==> src/hdl/ngp_settings.svh <==
// handheld console subsystem settings
// address widths, bus region bases and raster totals
// raster values are kept small so frames stay short in simulation
`ifndef NGP_SETTINGS_SVH
`define NGP_SETTINGS_SVH

// main bus word address, bits 14..1 of the byte address
`define NGP_ADDR_W      14
// upper word address bits used for region decode
`define NGP_SEL_W       4
`define NGP_SHD_BASE    4'h1
`define NGP_VID_BASE    4'h2
`define NGP_IO_BASE     4'h3

// shared sound RAM, 1024 words = 2 KB
`define NGP_SND_ADDR_W  10
// sound side byte address, RAM below 2 KB, latch at all ones
`define NGP_SND_BUS_W   (`NGP_SND_ADDR_W + 2)

// pixels per line
`define NGP_H_TOTAL     40
`define NGP_H_VISIBLE   32
`define NGP_HS_START    34
`define NGP_HS_END      37
// lines per frame
`define NGP_V_TOTAL     24
`define NGP_V_VISIBLE   18
`define NGP_VS_START    20
`define NGP_VS_END      21

`endif

==> src/hdl/ngp_pkg.sv <==
// handheld console subsystem types
// bus request word, main bus region decode and sound control bits

`include "ngp_settings.svh"

package ngp_pkg;

    // one main CPU access as seen by every target
    typedef struct packed {
        // word address
        logic [`NGP_ADDR_W-1:0] addr;
        // write data
        logic [15:0]            data;
        // byte write enables, all zero for a read
        logic [1:0]             we;
    } bus_req_t;

    // main bus regions
    typedef enum logic [1:0] {
        REG_NONE,
        REG_SHD,
        REG_VID,
        REG_IO
    } bus_region_e;

    // sound CPU control register
    // en is bit 1, rstn is bit 0
    typedef struct packed {
        logic en;
        logic rstn;
    } snd_ctrl_t;

endpackage

==> src/hdl/ngp_main_bus.sv <==
// main CPU bus
// decodes accesses into shared RAM, video and sound I/O regions,
// forwards the request to the targets and muxes the returned read word
`timescale 1ns/1ps

`include "ngp_settings.svh"

module ngp_main_bus
    import ngp_pkg::*;
(
    input  logic                   clk,
    input  logic                   rst_n,

    // main CPU side
    input  logic                   cpu_cs,
    input  logic [`NGP_ADDR_W-1:0] cpu_addr,
    input  logic [15:0]            cpu_dout,
    input  logic [1:0]             cpu_we,
    output logic [15:0]            cpu_din,

    // target side
    output bus_req_t               req,
    output logic                   shd_cs,
    output logic                   vid_cs,
    output logic                   io_cs,
    input  logic [15:0]            shd_rdata,
    input  logic [15:0]            vid_rdata,
    input  logic [15:0]            io_rdata
);

    bus_region_e            region;
    bus_region_e            rd_sel;
    logic [`NGP_SEL_W-1:0]  sel_bits;
    logic                   cpu_rd;

    // region comes from the top word address bits
    assign sel_bits = cpu_addr[`NGP_ADDR_W-1 -: `NGP_SEL_W];

    always_comb begin
        case (sel_bits)
            `NGP_SHD_BASE: region = REG_SHD;
            `NGP_VID_BASE: region = REG_VID;
            `NGP_IO_BASE:  region = REG_IO;
            default:       region = REG_NONE;
        endcase
    end

    // same request word to all targets
    // only the selected one sees its cs
    assign req = '{addr: cpu_addr, data: cpu_dout, we: cpu_we};

    assign shd_cs = cpu_cs && (region == REG_SHD);
    assign vid_cs = cpu_cs && (region == REG_VID);
    assign io_cs  = cpu_cs && (region == REG_IO);

    // a read is a cs cycle with no byte enable
    assign cpu_rd = cpu_cs && (cpu_we == 2'b00);

    // remember which target answers the pending read
    // writes leave the last read selection alone
    always_ff @(posedge clk or negedge rst_n) begin
        if (!rst_n) begin
            rd_sel <= REG_NONE;
        end else if (cpu_rd) begin
            rd_sel <= region;
        end
    end

    // targets hold their registered read word
    // so cpu_din stays put until the next read
    always_comb begin
        case (rd_sel)
            REG_SHD: cpu_din = shd_rdata;
            REG_VID: cpu_din = vid_rdata;
            REG_IO:  cpu_din = io_rdata;
            // unmapped reads float high
            default: cpu_din = 16'hffff;
        endcase
    end

endmodule

==> config.mk <==
export PLATFORM = sky130hd
export DESIGN_NAME = ngp_main_bus
export DESIGN_NICKNAME = d
export VERILOG_FILES = /design/src/hdl/ngp_pkg.sv /design/src/hdl/ngp_main_bus.sv
export VERILOG_INCLUDE_DIRS = /design/src /design/src/hdl
export SDC_FILE = /design/constraint.sdc
export NUM_CORES = 1
export LEC_CHECK = 0
export ABC_AREA = 1
export BUFFER_PORTS_ARGS = -buffer_cell sky130_fd_sc_hd__buf_4
export CAP_MARGIN = 20
export CORE_ASPECT_RATIO = 1.25
export CORE_UTILIZATION = 25
export CTS_BUF_LIST = sky130_fd_sc_hd__clkbuf_4
export CTS_CLUSTER_DIAMETER = 80
export DETAILED_ROUTE_END_ITERATION = 10
export GPL_TIMING_DRIVEN = 0
export PLACE_DENSITY_LB_ADDON = 0.12
export SYNTH_ARGS = -nofsm -noshare
export SYNTH_HDL_FRONTEND = slang
export SYNTH_SLANG_ARGS = --single-unit
==> constraint.sdc <==
create_clock -name clk -period 1.3 [get_ports clk]
set_clock_uncertainty 0.2 [all_clocks]
set_input_delay 0.26 -clock clk [delete_from_list [all_inputs] [get_ports clk]]
set_output_delay 0.26 -clock clk [all_outputs]
set_load 0.02 [all_outputs]
# After elaboration in Yosys (flattened, before gate mapping)
# Index checks and enable logic that the tools add are counted.
classes:
  eq_ne: 9
  n_reduce_logical: 5
  bitwise_logic: 0
  magnitude_cmp: 0
  div_mod_pow: 0
  add_sub_neg: 0
  n_shift: 0
  mux: 2
  mul: 0
op_table:
  columns: ["cell", "count"]
  rows:
  - ["16-bit case mux with 3 select lines", 1]
  - ["2-bit equality test (second input constant)", 4]
  - ["4-bit by 2-bit equality test with 1-bit output (second input constant)", 2]
  - ["2-bit case mux with 3 select lines", 1]
  - ["2-bit by 1-bit equality test with 1-bit output (second input constant)", 2]
  - ["4-bit by 1-bit equality test with 1-bit output (second input constant)", 1]
  - ["1-bit logical AND", 4]
  - ["2-bit zero test", 1]
word_totals:
  out_inout_bits: 51
  n_memories: 0
  regBits: 2
  latchBits: 0
  ram_bits: 0
  in_bits: 83
  elab_cells: 17
  rom_bits: 0

# Logic depth before layout (Yosys ltp)
logic_depth:
  ltp_word: 4
  ltp_mapped: 5
  mapped_depth_nobuf: 5

# Worst setup path after synthesis
# OpenSTA, ideal clock, no wires.
synth_timing:
  kind: "reg-to-output"
  from: "reg rd_sel[0]"
  to: "out cpu_din[0]"
  path_buffers: 1
  slack_ns: -0.133
  t_arrival_ns: 0.973
  required_time_ns: 0.840
  path_stages_with_launch: 5
  path_cell_list: "dfrtp_1 nor2_4 buf_6 nand2_1 nand3_1"
synth_between:
  elab_chain_len: 2
  elab_cells_between_ends: 4
  classes_between: "eq/ne (3); mux (1)"
synth_rtl:
  columns: ["element", "line_no", "source"]
  rows:
  - ["start, declared", "ngp_main_bus.sv:32", "bus_region_e rd_sel;"]
  - ["start signal, assigned", "ngp_main_bus.sv:65", "rd_sel <= region;"]
  - ["2-bit equality test / 2-bit by 1-bit equality test with 1-bit output (equally long branches)", "ngp_main_bus.sv:72", "case (rd_sel)"]
  - ["16-bit case mux with 3 select lines (*)", "ngp_main_bus.sv:72", null]
  - ["end, declared", "ngp_main_bus.sv:19", "output logic [15:0] cpu_din,"]
# Every way passes the cells marked *; elsewhere a longest branch is shown, timed or not.

# Final worst setup path
# Ends and elaborated chain as after synthesis.

==> summary.md <==
| Metric | Value |
|---|---|
| Status | finished with violations |
| Failing checks | setup timing |
| Initial antenna violation count | 0 |
| Synth top area cells | buf_4 32%, nand2_1 21%, nand3_1 12% |
| Post-synthesis compound-gate area fraction | 0.113 |
| Main combinational cell family by area after synthesis | buffers and inverters |
| Worst slew pin tran | 226 ps |
| ANT nets after route | 0 |
| Final WL | 3.05 mm |
| Largest Register | rd_sel |
| Crit-path max cell delay | 410 ps |
| # diodes | 0 |
| Core Area | 2760 µm² |
| Vias in the first global route | 1042 |
| Synth Net Count | 216 |
| Syn_area_per_cell | 5.59 µm² |
| Post-route clock period utilization | 1.35 |
| Max reg flops | 2 |
| Clk pin slew, worst setup/hold paths | 30 ps |
| Synth Register Bits | 2 |
| Commonest non-fill, non-tap cell in the layout | buf_4 |
| Root Driver | clkbuf_4 |
| Placer Congestion | 0.733 |
| Registers with the most flip-flops | rd_sel (2) |
| H-tree depth | 1 |
| Leakage power | 0.00101 µW |
| Critical Path Fanout Max | 10 |
| Die Height | 63.0 µm |
| Max_slew headroom | 0.848 |
| Total power | 1060 µW |
| WL per Instance | 10.7 µm |
| Via count | 1231 |
| Multi-input gate area | 551 µm² |
| Yosys top cell area share | 0.323 |
| I/O Pins | 134 |
| DP Area | 1670 µm² |
| First-pass GRT wire length | 4.21 mm |
| Total grt overflow | 0 |
| Hold slack | 105 ps |
| I/O Buffers | 107 |
| Worst Setup End Kind | primary output |
| DR pass1 iterations | 4 |
| Post-Synthesis Cells | 133 |
| DIE WIDTH | 50.8 µm |
| Vias/cell | 4.32 |
| Crit path max-delay cell type | dfrtp_2 |
| Cell taking the most area after synthesis | buf_4 |
| RSZ-0062 raised after global routing | true |
| P per Cell Area | 547 nW/µm² |
| Peak supply drop | 0.000527 V |
| Worst R2R Setup Slack | 350 ps |
| Synth Area in XOR/XNOR | 0 |
| Multiplexer share of the synthesized area | 0 |
| Final Hold Fails | 0 |
| Largest net degree at the start of global routing | 11 |
| Deepest clock path buffer count | 2 |
| Seq. cell area | 51.3 µm² |
| Setup WS post-layout | -455 ps |
| CTS sink count | 2 |
| Mapped Area | 743 µm² |
| Clock buffer count from CTS | 3 |
| Max Freq | 570 MHz |
| Detail Placement HPWL | 2.29 mm |
| Final instance area | 1930 µm² |
| Max-Cap Viols | 0 |
| Filler Cell Count | 266 |
| Crit-path most repeated cell | buf_6 |
| Synth-to-Final Area Change | 160% |
| Crit path launch type | flop |
| Sequential-to-total area share from yosys stat | 0.0673 |
| Rows | 21 |
| Post-synthesis adder-cell area fraction | 0 |
| Layout Nets | 336 |
| Min-delay worst type | in2reg |
| Die ar. | 3200 µm² |
| Post-Synth Simple-Gate Area | 0.399 |
| Initial core utilization | 0.269 |
| Critical-path cell list | inv_2 > buf_6 > o21ai_1 > nand3_2 > buf_6 |
| Tot GR Track Use | 0.166 |
| Critical setup path kind | reg2out |
| Max Slew Vio Count | 0 |
| Yosys cell types | 15 |
| Final min period | 1750 ps |
| Syn. warnings | 0 |
| CP arrival | 1290 ps |
| Commonest cells after routing, fill and taps aside | 126 x buf_4, 28 x nand2_1, 24 x buf_6, 17 x nand3_2, 12 x nand2_2 |
| DRC viols | 0 |
| Setup violators final | 16 |
| Clk Latency, worst-skew pair | 220 ps |
| CTS tree | done |
| Share of cells above drive strength 1 | 0.793 |
| Req. time, crit path | 840 ps |
| Initial DRC count | 9 |
==> metrics by stage <==
stage	instances	utilization	worst slack, ps	setup TNS [ps]
finish	285	0.699	-455	-6390
global route	285	0.699	-522	-7350
CTS	284	0.668	-419	-6150
detailed placement	274	0.605	-270	-3500
global placement	274	0.605	-268	-3370
floorplan	133	-	-75.9	-759
==> final timing paths <==
path,to,depth (start not counted),from
worst max register to register,rd_sel[1]$_DFFE_PN0P_,3,rd_sel[1]$_DFFE_PN0P_
min in group asynchronous,rd_sel[0]$_DFFE_PN0P_,2,rst_n
worst min register to register,rd_sel[0]$_DFFE_PN0P_,2,rd_sel[0]$_DFFE_PN0P_
max in group asynchronous,rd_sel[0]$_DFFE_PN0P_,2,rst_n
worst max-delay path,cpu_din[0],5,rd_sel[0]$_DFFE_PN0P_
worst min-delay path,rd_sel[0]$_DFFE_PN0P_,4,cpu_we[0]
==> cells in the mapped netlist <==
master	n
nand2_1	42
buf_4	32
nand3_1	18
o21ai_1	9
nor2_1	7
inv_1	6
o21ai_0	6
buf_6	3
inv_2	3
dfrtp_1	2
buf_2	1
nand2_2	1
nor2_4	1
nor3_1	1
o21ai_2	1
==> worst max-delay path: cells and delay by family, from the launching register on <==
kind                   cells  cell delay [ps]
AOI/OAI and AO/OA          1              160
buffers and inverters      3              380
and+or+nand+nor            1              110
DFF                        1              410
==> layer usage <==
| metal | track usage | part of all wire | vias to the layer above |
|---|---|---|---|
| met5 | 0 | 0 | - |
| met4 | 0.0590 | 0.0059 | 0 |
| met3 | 0.0511 | 0.093 | 2 |
| met2 | 0.342 | 0.59 | 64 |
| met1 | 0.140 | 0.32 | 537 |
| li1 | - | - | 628 |
==> layout make-up <==
cell class | instances | share of cell area
repair buffers | 115 | 0.490
multi-input cells | 86 | 0.285
plain buffers | 36 | 0.146
flip-flops and latches | 2 | 0.0266
well taps | 34 | 0.0220
inverters | 9 | 0.0188
clock buffers | 3 | 0.0117
==> repair_timing <==
item / CTS / global route
endpoints found under the setup margin: 16 / 19
gates resized for setup: 31 / 22
cloned: 1 / 1
hold buffers: 1 / 0
endpoints found under the hold margin: 2 / 0
buffers inserted: 5 / 0
pin swaps: 2 / 5
==> where the power goes <==
| group | internal [µW] | switching, µW |
|---|---|---|
| clock | 102 | 34.4 |
| combinational | 453 | 389 |
| sequential | 68.7 | 7.86 |
==> logic make-up after synthesis <==
logic type	Yosys count
AND/OR/NAND/NOR	70
flip-flops	2
AO/OA/AOI/OAI	16
buffers and inverters	45
(Power assumes the default switching activity.)
