==> config.mk <==
export PLATFORM = sky130hd
export DESIGN_NAME = ngp_video_timing
export DESIGN_NICKNAME = d
export VERILOG_FILES = /design/src/hdl/ngp_pkg.sv /design/src/hdl/ngp_video_timing.sv
export VERILOG_INCLUDE_DIRS = /design/src /design/src/hdl
export SDC_FILE = /design/constraint.sdc
export NUM_CORES = 1
export LEC_CHECK = 0
export ABC_AREA = 1
export BUFFER_PORTS_ARGS = -buffer_cell sky130_fd_sc_hd__buf_2
export CAP_MARGIN = 20
export CORE_AREA = 2 2 60 62
export CTS_BUF_LIST = sky130_fd_sc_hd__clkbuf_16
export CTS_CLUSTER_DIAMETER = 50
export CTS_CLUSTER_SIZE = 12
export DETAILED_ROUTE_END_ITERATION = 6
export DIE_AREA = 0 0 62 64
export PLACE_DENSITY = 0.78
export SLEW_MARGIN = 10
export SYNTH_ARGS = -nofsm -noshare
export SYNTH_HDL_FRONTEND = slang
export SYNTH_SLANG_ARGS = --single-unit
==> constraint.sdc <==
create_clock -name clk -period 1.5 [get_ports clk]
set_input_delay 0.225 -clock clk [delete_from_list [all_inputs] [get_ports clk]]
set_output_delay 0.225 -clock clk [all_outputs]
set_load 0.02 [all_outputs]
==> src/hdl/ngp_settings.svh <==
// handheld console subsystem settings
// address widths, bus region bases and raster totals
// raster values are kept small so frames stay short in simulation
`ifndef NGP_SETTINGS_SVH
`define NGP_SETTINGS_SVH

// main bus word address, bits 14..1 of the byte address
`define NGP_ADDR_W      14
// upper word address bits used for region decode
`define NGP_SEL_W       4
`define NGP_SHD_BASE    4'h1
`define NGP_VID_BASE    4'h2
`define NGP_IO_BASE     4'h3

// shared sound RAM, 1024 words = 2 KB
`define NGP_SND_ADDR_W  10
// sound side byte address, RAM below 2 KB, latch at all ones
`define NGP_SND_BUS_W   (`NGP_SND_ADDR_W + 2)

// pixels per line
`define NGP_H_TOTAL     40
`define NGP_H_VISIBLE   32
`define NGP_HS_START    34
`define NGP_HS_END      37
// lines per frame
`define NGP_V_TOTAL     24
`define NGP_V_VISIBLE   18
`define NGP_VS_START    20
`define NGP_VS_END      21

`endif

==> src/hdl/ngp_pkg.sv <==
// handheld console subsystem types
// bus request word, main bus region decode and sound control bits

`include "ngp_settings.svh"

package ngp_pkg;

    // one main CPU access as seen by every target
    typedef struct packed {
        // word address
        logic [`NGP_ADDR_W-1:0] addr;
        // write data
        logic [15:0]            data;
        // byte write enables, all zero for a read
        logic [1:0]             we;
    } bus_req_t;

    // main bus regions
    typedef enum logic [1:0] {
        REG_NONE,
        REG_SHD,
        REG_VID,
        REG_IO
    } bus_region_e;

    // sound CPU control register
    // en is bit 1, rstn is bit 0
    typedef struct packed {
        logic en;
        logic rstn;
    } snd_ctrl_t;

endpackage

==> src/hdl/ngp_video_timing.sv <==
// video timing
// pixel and line counters, sync and blanking, plus the
// programmable line interrupt and the vertical blank interrupt
`timescale 1ns/1ps

`include "ngp_settings.svh"

module ngp_video_timing
    import ngp_pkg::*;
(
    input  logic        clk,
    input  logic        rst_n,
    input  logic        pxl_cen,

    // register access from the main bus
    input  bus_req_t    req,
    input  logic        vid_cs,
    output logic [15:0] vid_rdata,

    // raster outputs
    output logic        hs,
    output logic        vs,
    output logic        lhbl,
    output logic        lvbl,
    output logic        hirq,
    output logic        virq
);

    localparam int HW = $clog2(`NGP_H_TOTAL);
    localparam int VW = $clog2(`NGP_V_TOTAL);

    logic [HW-1:0] hcnt;
    logic [VW-1:0] vcnt;
    logic          line_end;
    logic          line_new;
    logic [VW-1:0] hirq_line;
    // bit0 hirq, bit1 virq
    logic [1:0]    irq_en;
    logic [1:0]    reg_off;
    logic          vid_wr;
    logic          vid_rd;
    logic          hirq_evt;
    logic          virq_evt;

    assign reg_off = req.addr[1:0];
    assign vid_wr  = vid_cs && req.we[0];
    assign vid_rd  = vid_cs && (req.we == 2'b00);

    // last pixel of a line, on a pixel enable
    assign line_end = pxl_cen && (hcnt == HW'(`NGP_H_TOTAL - 1));

    always_ff @(posedge clk or negedge rst_n) begin
        if (!rst_n) begin
            hcnt <= '0;
            vcnt <= '0;
        end else if (line_end) begin
            hcnt <= '0;
            vcnt <= (vcnt == VW'(`NGP_V_TOTAL - 1)) ? '0 : vcnt + 1'b1;
        end else if (pxl_cen) begin
            hcnt <= hcnt + 1'b1;
        end
    end

    // sync and blanking, one clock behind the counters
    // line_new marks the first clock of pixel 0 on a new line
    always_ff @(posedge clk or negedge rst_n) begin
        if (!rst_n) begin
            hs       <= 1'b0;
            vs       <= 1'b0;
            lhbl     <= 1'b1;
            lvbl     <= 1'b1;
            line_new <= 1'b0;
        end else begin
            hs       <= hcnt >= HW'(`NGP_HS_START) && hcnt < HW'(`NGP_HS_END);
            vs       <= vcnt >= VW'(`NGP_VS_START) && vcnt < VW'(`NGP_VS_END);
            lhbl     <= hcnt < HW'(`NGP_H_VISIBLE);
            lvbl     <= vcnt < VW'(`NGP_V_VISIBLE);
            line_new <= line_end;
        end
    end

    // line events, gated by their enables
    assign hirq_evt = line_new && irq_en[0] && (vcnt == hirq_line);
    assign virq_evt = line_new && irq_en[1] && (vcnt == VW'(`NGP_V_VISIBLE));

    always_ff @(posedge clk or negedge rst_n) begin
        if (!rst_n) begin
            hirq_line <= '0;
            irq_en    <= 2'b00;
            hirq      <= 1'b0;
            virq      <= 1'b0;
        end else begin
            if (vid_wr && reg_off == 2'd0) begin
                hirq_line <= req.data[VW-1:0];
            end
            if (vid_wr && reg_off == 2'd1) begin
                irq_en <= req.data[1:0];
            end
            // write 1 to clear, a new event wins
            if (hirq_evt) begin
                hirq <= 1'b1;
            end else if (vid_wr && reg_off == 2'd2 && req.data[0]) begin
                hirq <= 1'b0;
            end
            if (virq_evt) begin
                virq <= 1'b1;
            end else if (vid_wr && reg_off == 2'd2 && req.data[1]) begin
                virq <= 1'b0;
            end
        end
    end

    // register readback, flags visible at the clear offset
    always_ff @(posedge clk) begin
        if (vid_rd) begin
            case (reg_off)
                2'd0:    vid_rdata <= {{(16-VW){1'b0}}, hirq_line};
                2'd1:    vid_rdata <= {14'd0, irq_en};
                2'd2:    vid_rdata <= {14'd0, virq, hirq};
                default: vid_rdata <= {{(16-VW){1'b0}}, vcnt};
            endcase
        end
    end

endmodule

Word level (Yosys, flattened, before mapping). Cells that the tools add are included.

Add/sub/neg operators: 2. Order comparisons: 6. Eq/ne operators: 6. Muxes and demuxes: 8. Reductions and logical operators: 19.

Operators with widths (count): 5-bit one-hot mux with 3 select lines (1); 1-bit logical AND (14); 6-bit less-than comparator (second input constant) (2); 6-bit two-way mux (2); 5-bit equality test (second input constant) (2); 5-bit less-than comparator (second input constant) (2); 6-bit by 1-bit adder with 6-bit output (second input constant) (1); 6-bit equality test (second input constant) (1); 6-bit >= comparator (second input constant) (1); 2-bit nonzero test (3); 5-bit by 1-bit adder with 5-bit output (second input constant) (1); 5-bit equality test (1); 5-bit >= comparator (second input constant) (1); 5-bit two-way mux (1); 2-bit zero test (2); 1-bit two-way mux (4); 2-bit by 1-bit equality test with 1-bit output (second input constant) (1); 2-bit equality test (second input constant) (1).

Register bits: 41. Input port bits: 36. Output and inout port bits: 22.

Longest topological paths before layout.
Depth after elaboration: 5. Gate-level depth with buffers: 7. Mapped depth without buffers: 6.

Least setup slack after synthesis. No wires, ideal clock.

Path kind: register to register. From: register hcnt[1]. To: register vcnt[2]. Setup time: 0.117 ns. Data arrival time: 1.048 ns. Data required time: 1.383 ns. Path slack: 0.335 ns. Stages on the path, launching flop included: 8. Path buffers: 1. Cells stage by stage: dfrtp_1 > ha_1 > nand3_2 > nor2_2 > buf_6 > nand2_1 > nand2_1 > nand2_1.

Word-level cells in the longest chain between the ends: 2.

RTL lines: start, declared (line ngp_video_timing.sv:32) `logic [HW-1:0] hcnt;`; start signal, assigned (line ngp_video_timing.sv:60) `hcnt <= hcnt + 1'b1;`; 6-bit equality test (line ngp_video_timing.sv:50) `` assign line_end = pxl_cen && (hcnt == HW'(`NGP_H_TOTAL - 1)); ``; 1-bit logical AND (line ngp_video_timing.sv:50); via line_end (line ngp_video_timing.sv:34) `logic line_end;`; end signal, assigned (line ngp_video_timing.sv:58) `` vcnt <= (vcnt == VW'(`NGP_V_TOTAL - 1)) ? '0 : vcnt + 1'b1; ``; end, declared (line ngp_video_timing.sv:33) `logic [VW-1:0] vcnt;`.

The timed path passes the listed nets, and every way through them passes these cells. A chain may end at the register's enable or synchronous reset.

Worst setup path in the final report.
From: register hcnt[1]. To: register vcnt[2].

Word-level cells in the longest chain between the ends: 2.

RTL lines (line): 6-bit equality test (ngp_video_timing.sv:50); 1-bit logical AND (ngp_video_timing.sv:50).

No other way between the ends.

==> metrics <==
outcome=complete, no violations; Net count, final=263; final core occ=56.4%; ordered cell list for the critical path=ha_1, nand3_2, nor2_2, buf_4, nand2_1, nand2_1, nand2_1; first-pass GRT wire length=4790 µm; Total GRT Usage=16.9%; share of layout cells above drive strength 1=17.0%; Routed WL=2840 µm; Peak VDD IR=0.000814 V; DRC viols=0; setup repair after global routing missed its margin=false; number of antenna violations at the first check in global routing=0; floorplan die width=62 µm; post-route setup TNS=0 ns; area growth from synthesis to layout=16.7%; clock latency at the later pin of the worst-skew pair=roughly 0.28 ns; max-cap violations=0; CORE AREA=3280 µm²; Worst R2R Setup Slack=about 0.16 ns; number of inserted filler cells in the final layout=298; drt wl/cell=about 11 µm; number of levels the H-tree was split into=2; number of buffers added on ports=23; Sink Count=30; number of detailed-routing iterations run before antenna repair=4; number of register bits inferred by synthesis=30; leakage power figure=0.971 nW; element type at the critical path end=flip-flop; worst path bufs/invs=1; CP peak stage delay=0.41 ns; number of buffers added by the clock tree synthesis step=5; DR iter-0 viols=82; GRT Max-Usage Layer=met2; combinational family with the most area after synthesis=simple AND/OR/NAND/NOR gates; weighted congestion reported at the end of routability-driven placement=0.829; residual antenna-violating net count after detailed routing=0; Crit Reg-Reg Startpoint=hcnt[1]; met1 Use GR=20.5%; y dimension of the die=roughly 64 µm; final number of max-transition violations=0; worst slew slack as a fraction of its limit=a little under two thirds; worst-path maximum fanout=9; global-route met3 utilization=4.25%; crit path kind=flip-flop to flip-flop; largest net degree at the start of global routing=26; final antenna diode count=0; hold wc startpoint=req[4]; Resize count post-CTS=0; vias after detailed routing=1,286; maximum clock rate=0.748 GHz; required time reported for the critical path endpoint=1.66 ns; arrival time of data at the critical path endpoint=about 1.5 ns; library cell contributing the largest single delay on the critical path=sky130_fd_sc_hd__dfrtp_1; clock slew at reported path FFs=about 0.050 ns; launch point of the worst path=hcnt[1]; post-synthesis adder-cell area fraction=3.94%; FP Rows=21; estimated wirelength of the detail-placed design=2060 µm; cell family with most CP delay=flip-flops; share of the synthesized area in compound gates (AO/OA/AOI/OAI)=7.33%; worst clock skew=between 0.007 and 0.008 ns; crit-path most repeated cell=sky130_fd_sc_hd__nand2_1; Yosys warning count=0; sequential fraction of the synthesis area=49.1%; post-DR vias/cell=4.78; final setup violation count=0; power per cell area=1440 nW/µm²; Gate Count Post-Synth=around 190; simple-gate area share of the yosys netlist=26.0%; maximum clock path buffer count=2; overall die area=3970 µm²; met2 routing resource usage after global routing=between 20% and 30%; worst slew pin tran=around 0.54 ns; mux contribution to synthesized area=0%; via count of the first global-routing pass=1,128; element type at the critical path start=flip-flop; number of hold violations in the final report=0; count of distinct cell types in the synthesized netlist=27; Hold WC Path Type=input pin to flip-flop; I/O Pins=58; global route total overflow=0; syn avg cell area=8.22 µm²; part of the cycle the worst path needs=89.1%; buffers inserted by post-CTS timing repair=0; CTS tree=built; post-synthesis share of cell area spent on xor and xnor gates=0.552%; cell at the root of the clock tree=sky130_fd_sc_hd__clkbuf_16; number of buffers inserted by hold repair at cts=1; Mapped Area=1590 µm²; minimum period implied by the final worst setup slack=1.34 ns; Initial Util=48.3%
-- state kept, by name, indices dropped and copies added (netlist names) --
| register | flops |
|---|---|
| hcnt | 6 |
| hirq | 1 |
| hirq_line | 5 |
| hs | 1 |
| irq_en | 2 |
| lhbl | 1 |
| line_new | 1 |
| lvbl | 1 |
| vcnt | 5 |
| vid_rdata | 5 |
| virq | 1 |
| vs | 1 |
-- cell usage after synthesis --
cell,count,area [µm²]
sky130_fd_sc_hd__nand3_2,1,10.0
sky130_fd_sc_hd__o22ai_1,3,18.8
sky130_fd_sc_hd__inv_1,24,90.1
sky130_fd_sc_hd__nor3_1,1,5.00
sky130_fd_sc_hd__o21ai_0,8,40.0
sky130_fd_sc_hd__buf_4,13,97.6
sky130_fd_sc_hd__ha_1,5,62.6
sky130_fd_sc_hd__nand2_1,53,199
sky130_fd_sc_hd__a211oi_1,1,7.51
sky130_fd_sc_hd__o21ai_1,2,10.0
sky130_fd_sc_hd__nor3b_1,1,7.51
sky130_fd_sc_hd__conb_1,1,3.75
sky130_fd_sc_hd__edfxtp_1,5,150
sky130_fd_sc_hd__nor2_1,18,67.6
sky130_fd_sc_hd__dfrtp_1,23,576
sky130_fd_sc_hd__o21bai_1,1,7.51
sky130_fd_sc_hd__nor4_1,1,6.26
sky130_fd_sc_hd__nor2_2,3,18.8
sky130_fd_sc_hd__a21oi_1,5,25.0
sky130_fd_sc_hd__dfstp_2,2,52.6
sky130_fd_sc_hd__buf_2,1,5.00
sky130_fd_sc_hd__nand2_2,1,6.26
sky130_fd_sc_hd__nand3_1,11,55.1
sky130_fd_sc_hd__xor2_1,1,8.76
sky130_fd_sc_hd__nand4_1,6,37.5
sky130_fd_sc_hd__o31ai_1,1,7.51
sky130_fd_sc_hd__buf_6,1,11.3
-- area by class of cell --
class	instances	area, µm²	area share (%)
Multi-Input combinational cell	134	642	34.7
Tap cell	46	57.6	3.11
Timing Repair Buffer	27	148	7.97
Clock inverter	3	11.3	0.608
Inverter	24	90.1	4.86
Sequential cell	30	778	42.0
Clock buffer	5	125	6.76
-- worst reg2reg max path, delay by kind of cell, from the launching register on --
| kind | cells | cell delay (ns) |
|---|---|---|
| and+or+nand+nor | 5 | 0.40 |
| buffers and inverters | 1 | 0.18 |
| adders and majority gates | 1 | 0.24 |
| DFF | 1 | 0.41 |
-- cell families after synthesis --
logic type / count (synthesis)
and+or+nand+nor: 96
AOI/OAI and AO/OA: 21
DFF: 30
xor gates and xnor gates: 1
adders and majority gates: 5
buffers and inverters: 39
other: 1
-- power by group --
part | switching (mW) | internal (mW)
combinational | 0.365 | 0.211
sequential | 0.168 | 1.01
clock | 0.318 | 0.592
total | 0.851 | 1.81
-- through the flow --
stage,hold WS (ns),cell area (µm²),instances,total power [mW],setup WS [ns]
2_1_floorplan,-0.0706,1620,203,1.62,0.335
3_3_place_gp,0.241,1710,260,1.74,0.203
3_5_place_dp,0.244,1710,260,1.76,0.194
4_1_cts,0.201,1850,269,2.68,0.165
5_1_grt,0.244,1850,269,2.84,0.0345
6_report,0.199,1850,269,2.66,0.163
-- placed cells by master, fill, tap and decap left out --
master,instances
sky130_fd_sc_hd__nand2_1,53
sky130_fd_sc_hd__nor3_1,1
sky130_fd_sc_hd__buf_4,3
sky130_fd_sc_hd__o21bai_1,1
sky130_fd_sc_hd__o21ai_1,2
sky130_fd_sc_hd__nand4_1,6
sky130_fd_sc_hd__nor2_1,18
sky130_fd_sc_hd__edfxtp_1,5
sky130_fd_sc_hd__o21ai_0,8
sky130_fd_sc_hd__dfstp_2,2
sky130_fd_sc_hd__ha_1,5
sky130_fd_sc_hd__clkbuf_16,5
sky130_fd_sc_hd__buf_2,23
sky130_fd_sc_hd__nand2_2,1
sky130_fd_sc_hd__nor2_2,3
sky130_fd_sc_hd__o22ai_1,3
sky130_fd_sc_hd__xor2_1,1
sky130_fd_sc_hd__dfrtp_1,23
sky130_fd_sc_hd__o31ai_1,1
sky130_fd_sc_hd__a21oi_1,5
sky130_fd_sc_hd__inv_1,27
sky130_fd_sc_hd__nor4_1,1
sky130_fd_sc_hd__nand3_2,1
sky130_fd_sc_hd__nor3b_1,1
sky130_fd_sc_hd__conb_1,11
sky130_fd_sc_hd__nand3_1,11
sky130_fd_sc_hd__a211oi_1,1
sky130_fd_sc_hd__dlygate4sd3_1,1
-- path summary, 6_finish.rpt --
| check | end | cells past startpoint |
|---|---|---|
| max in group asynchronous | lhbl | 2 |
| hold reg to reg | lhbl | 1 |
| setup reg to reg | vcnt[2] | 7 |
| min in group asynchronous | hcnt[2] | 2 |
| setup / recovery | vcnt[2] | 7 |
| hold / removal | hirq_line[2] | 3 |
-- metal layers --
| metal | vias to the layer above | share of wire (%) |
|---|---|---|
| met5 | - | 0 |
| li1 | 654 | - |
| met4 | 0 | 3.2 |
| met3 | 10 | 5.5 |
| met1 | 573 | 44 |
| met2 | 49 | 47 |
Power figures use the tool's default switching activity.
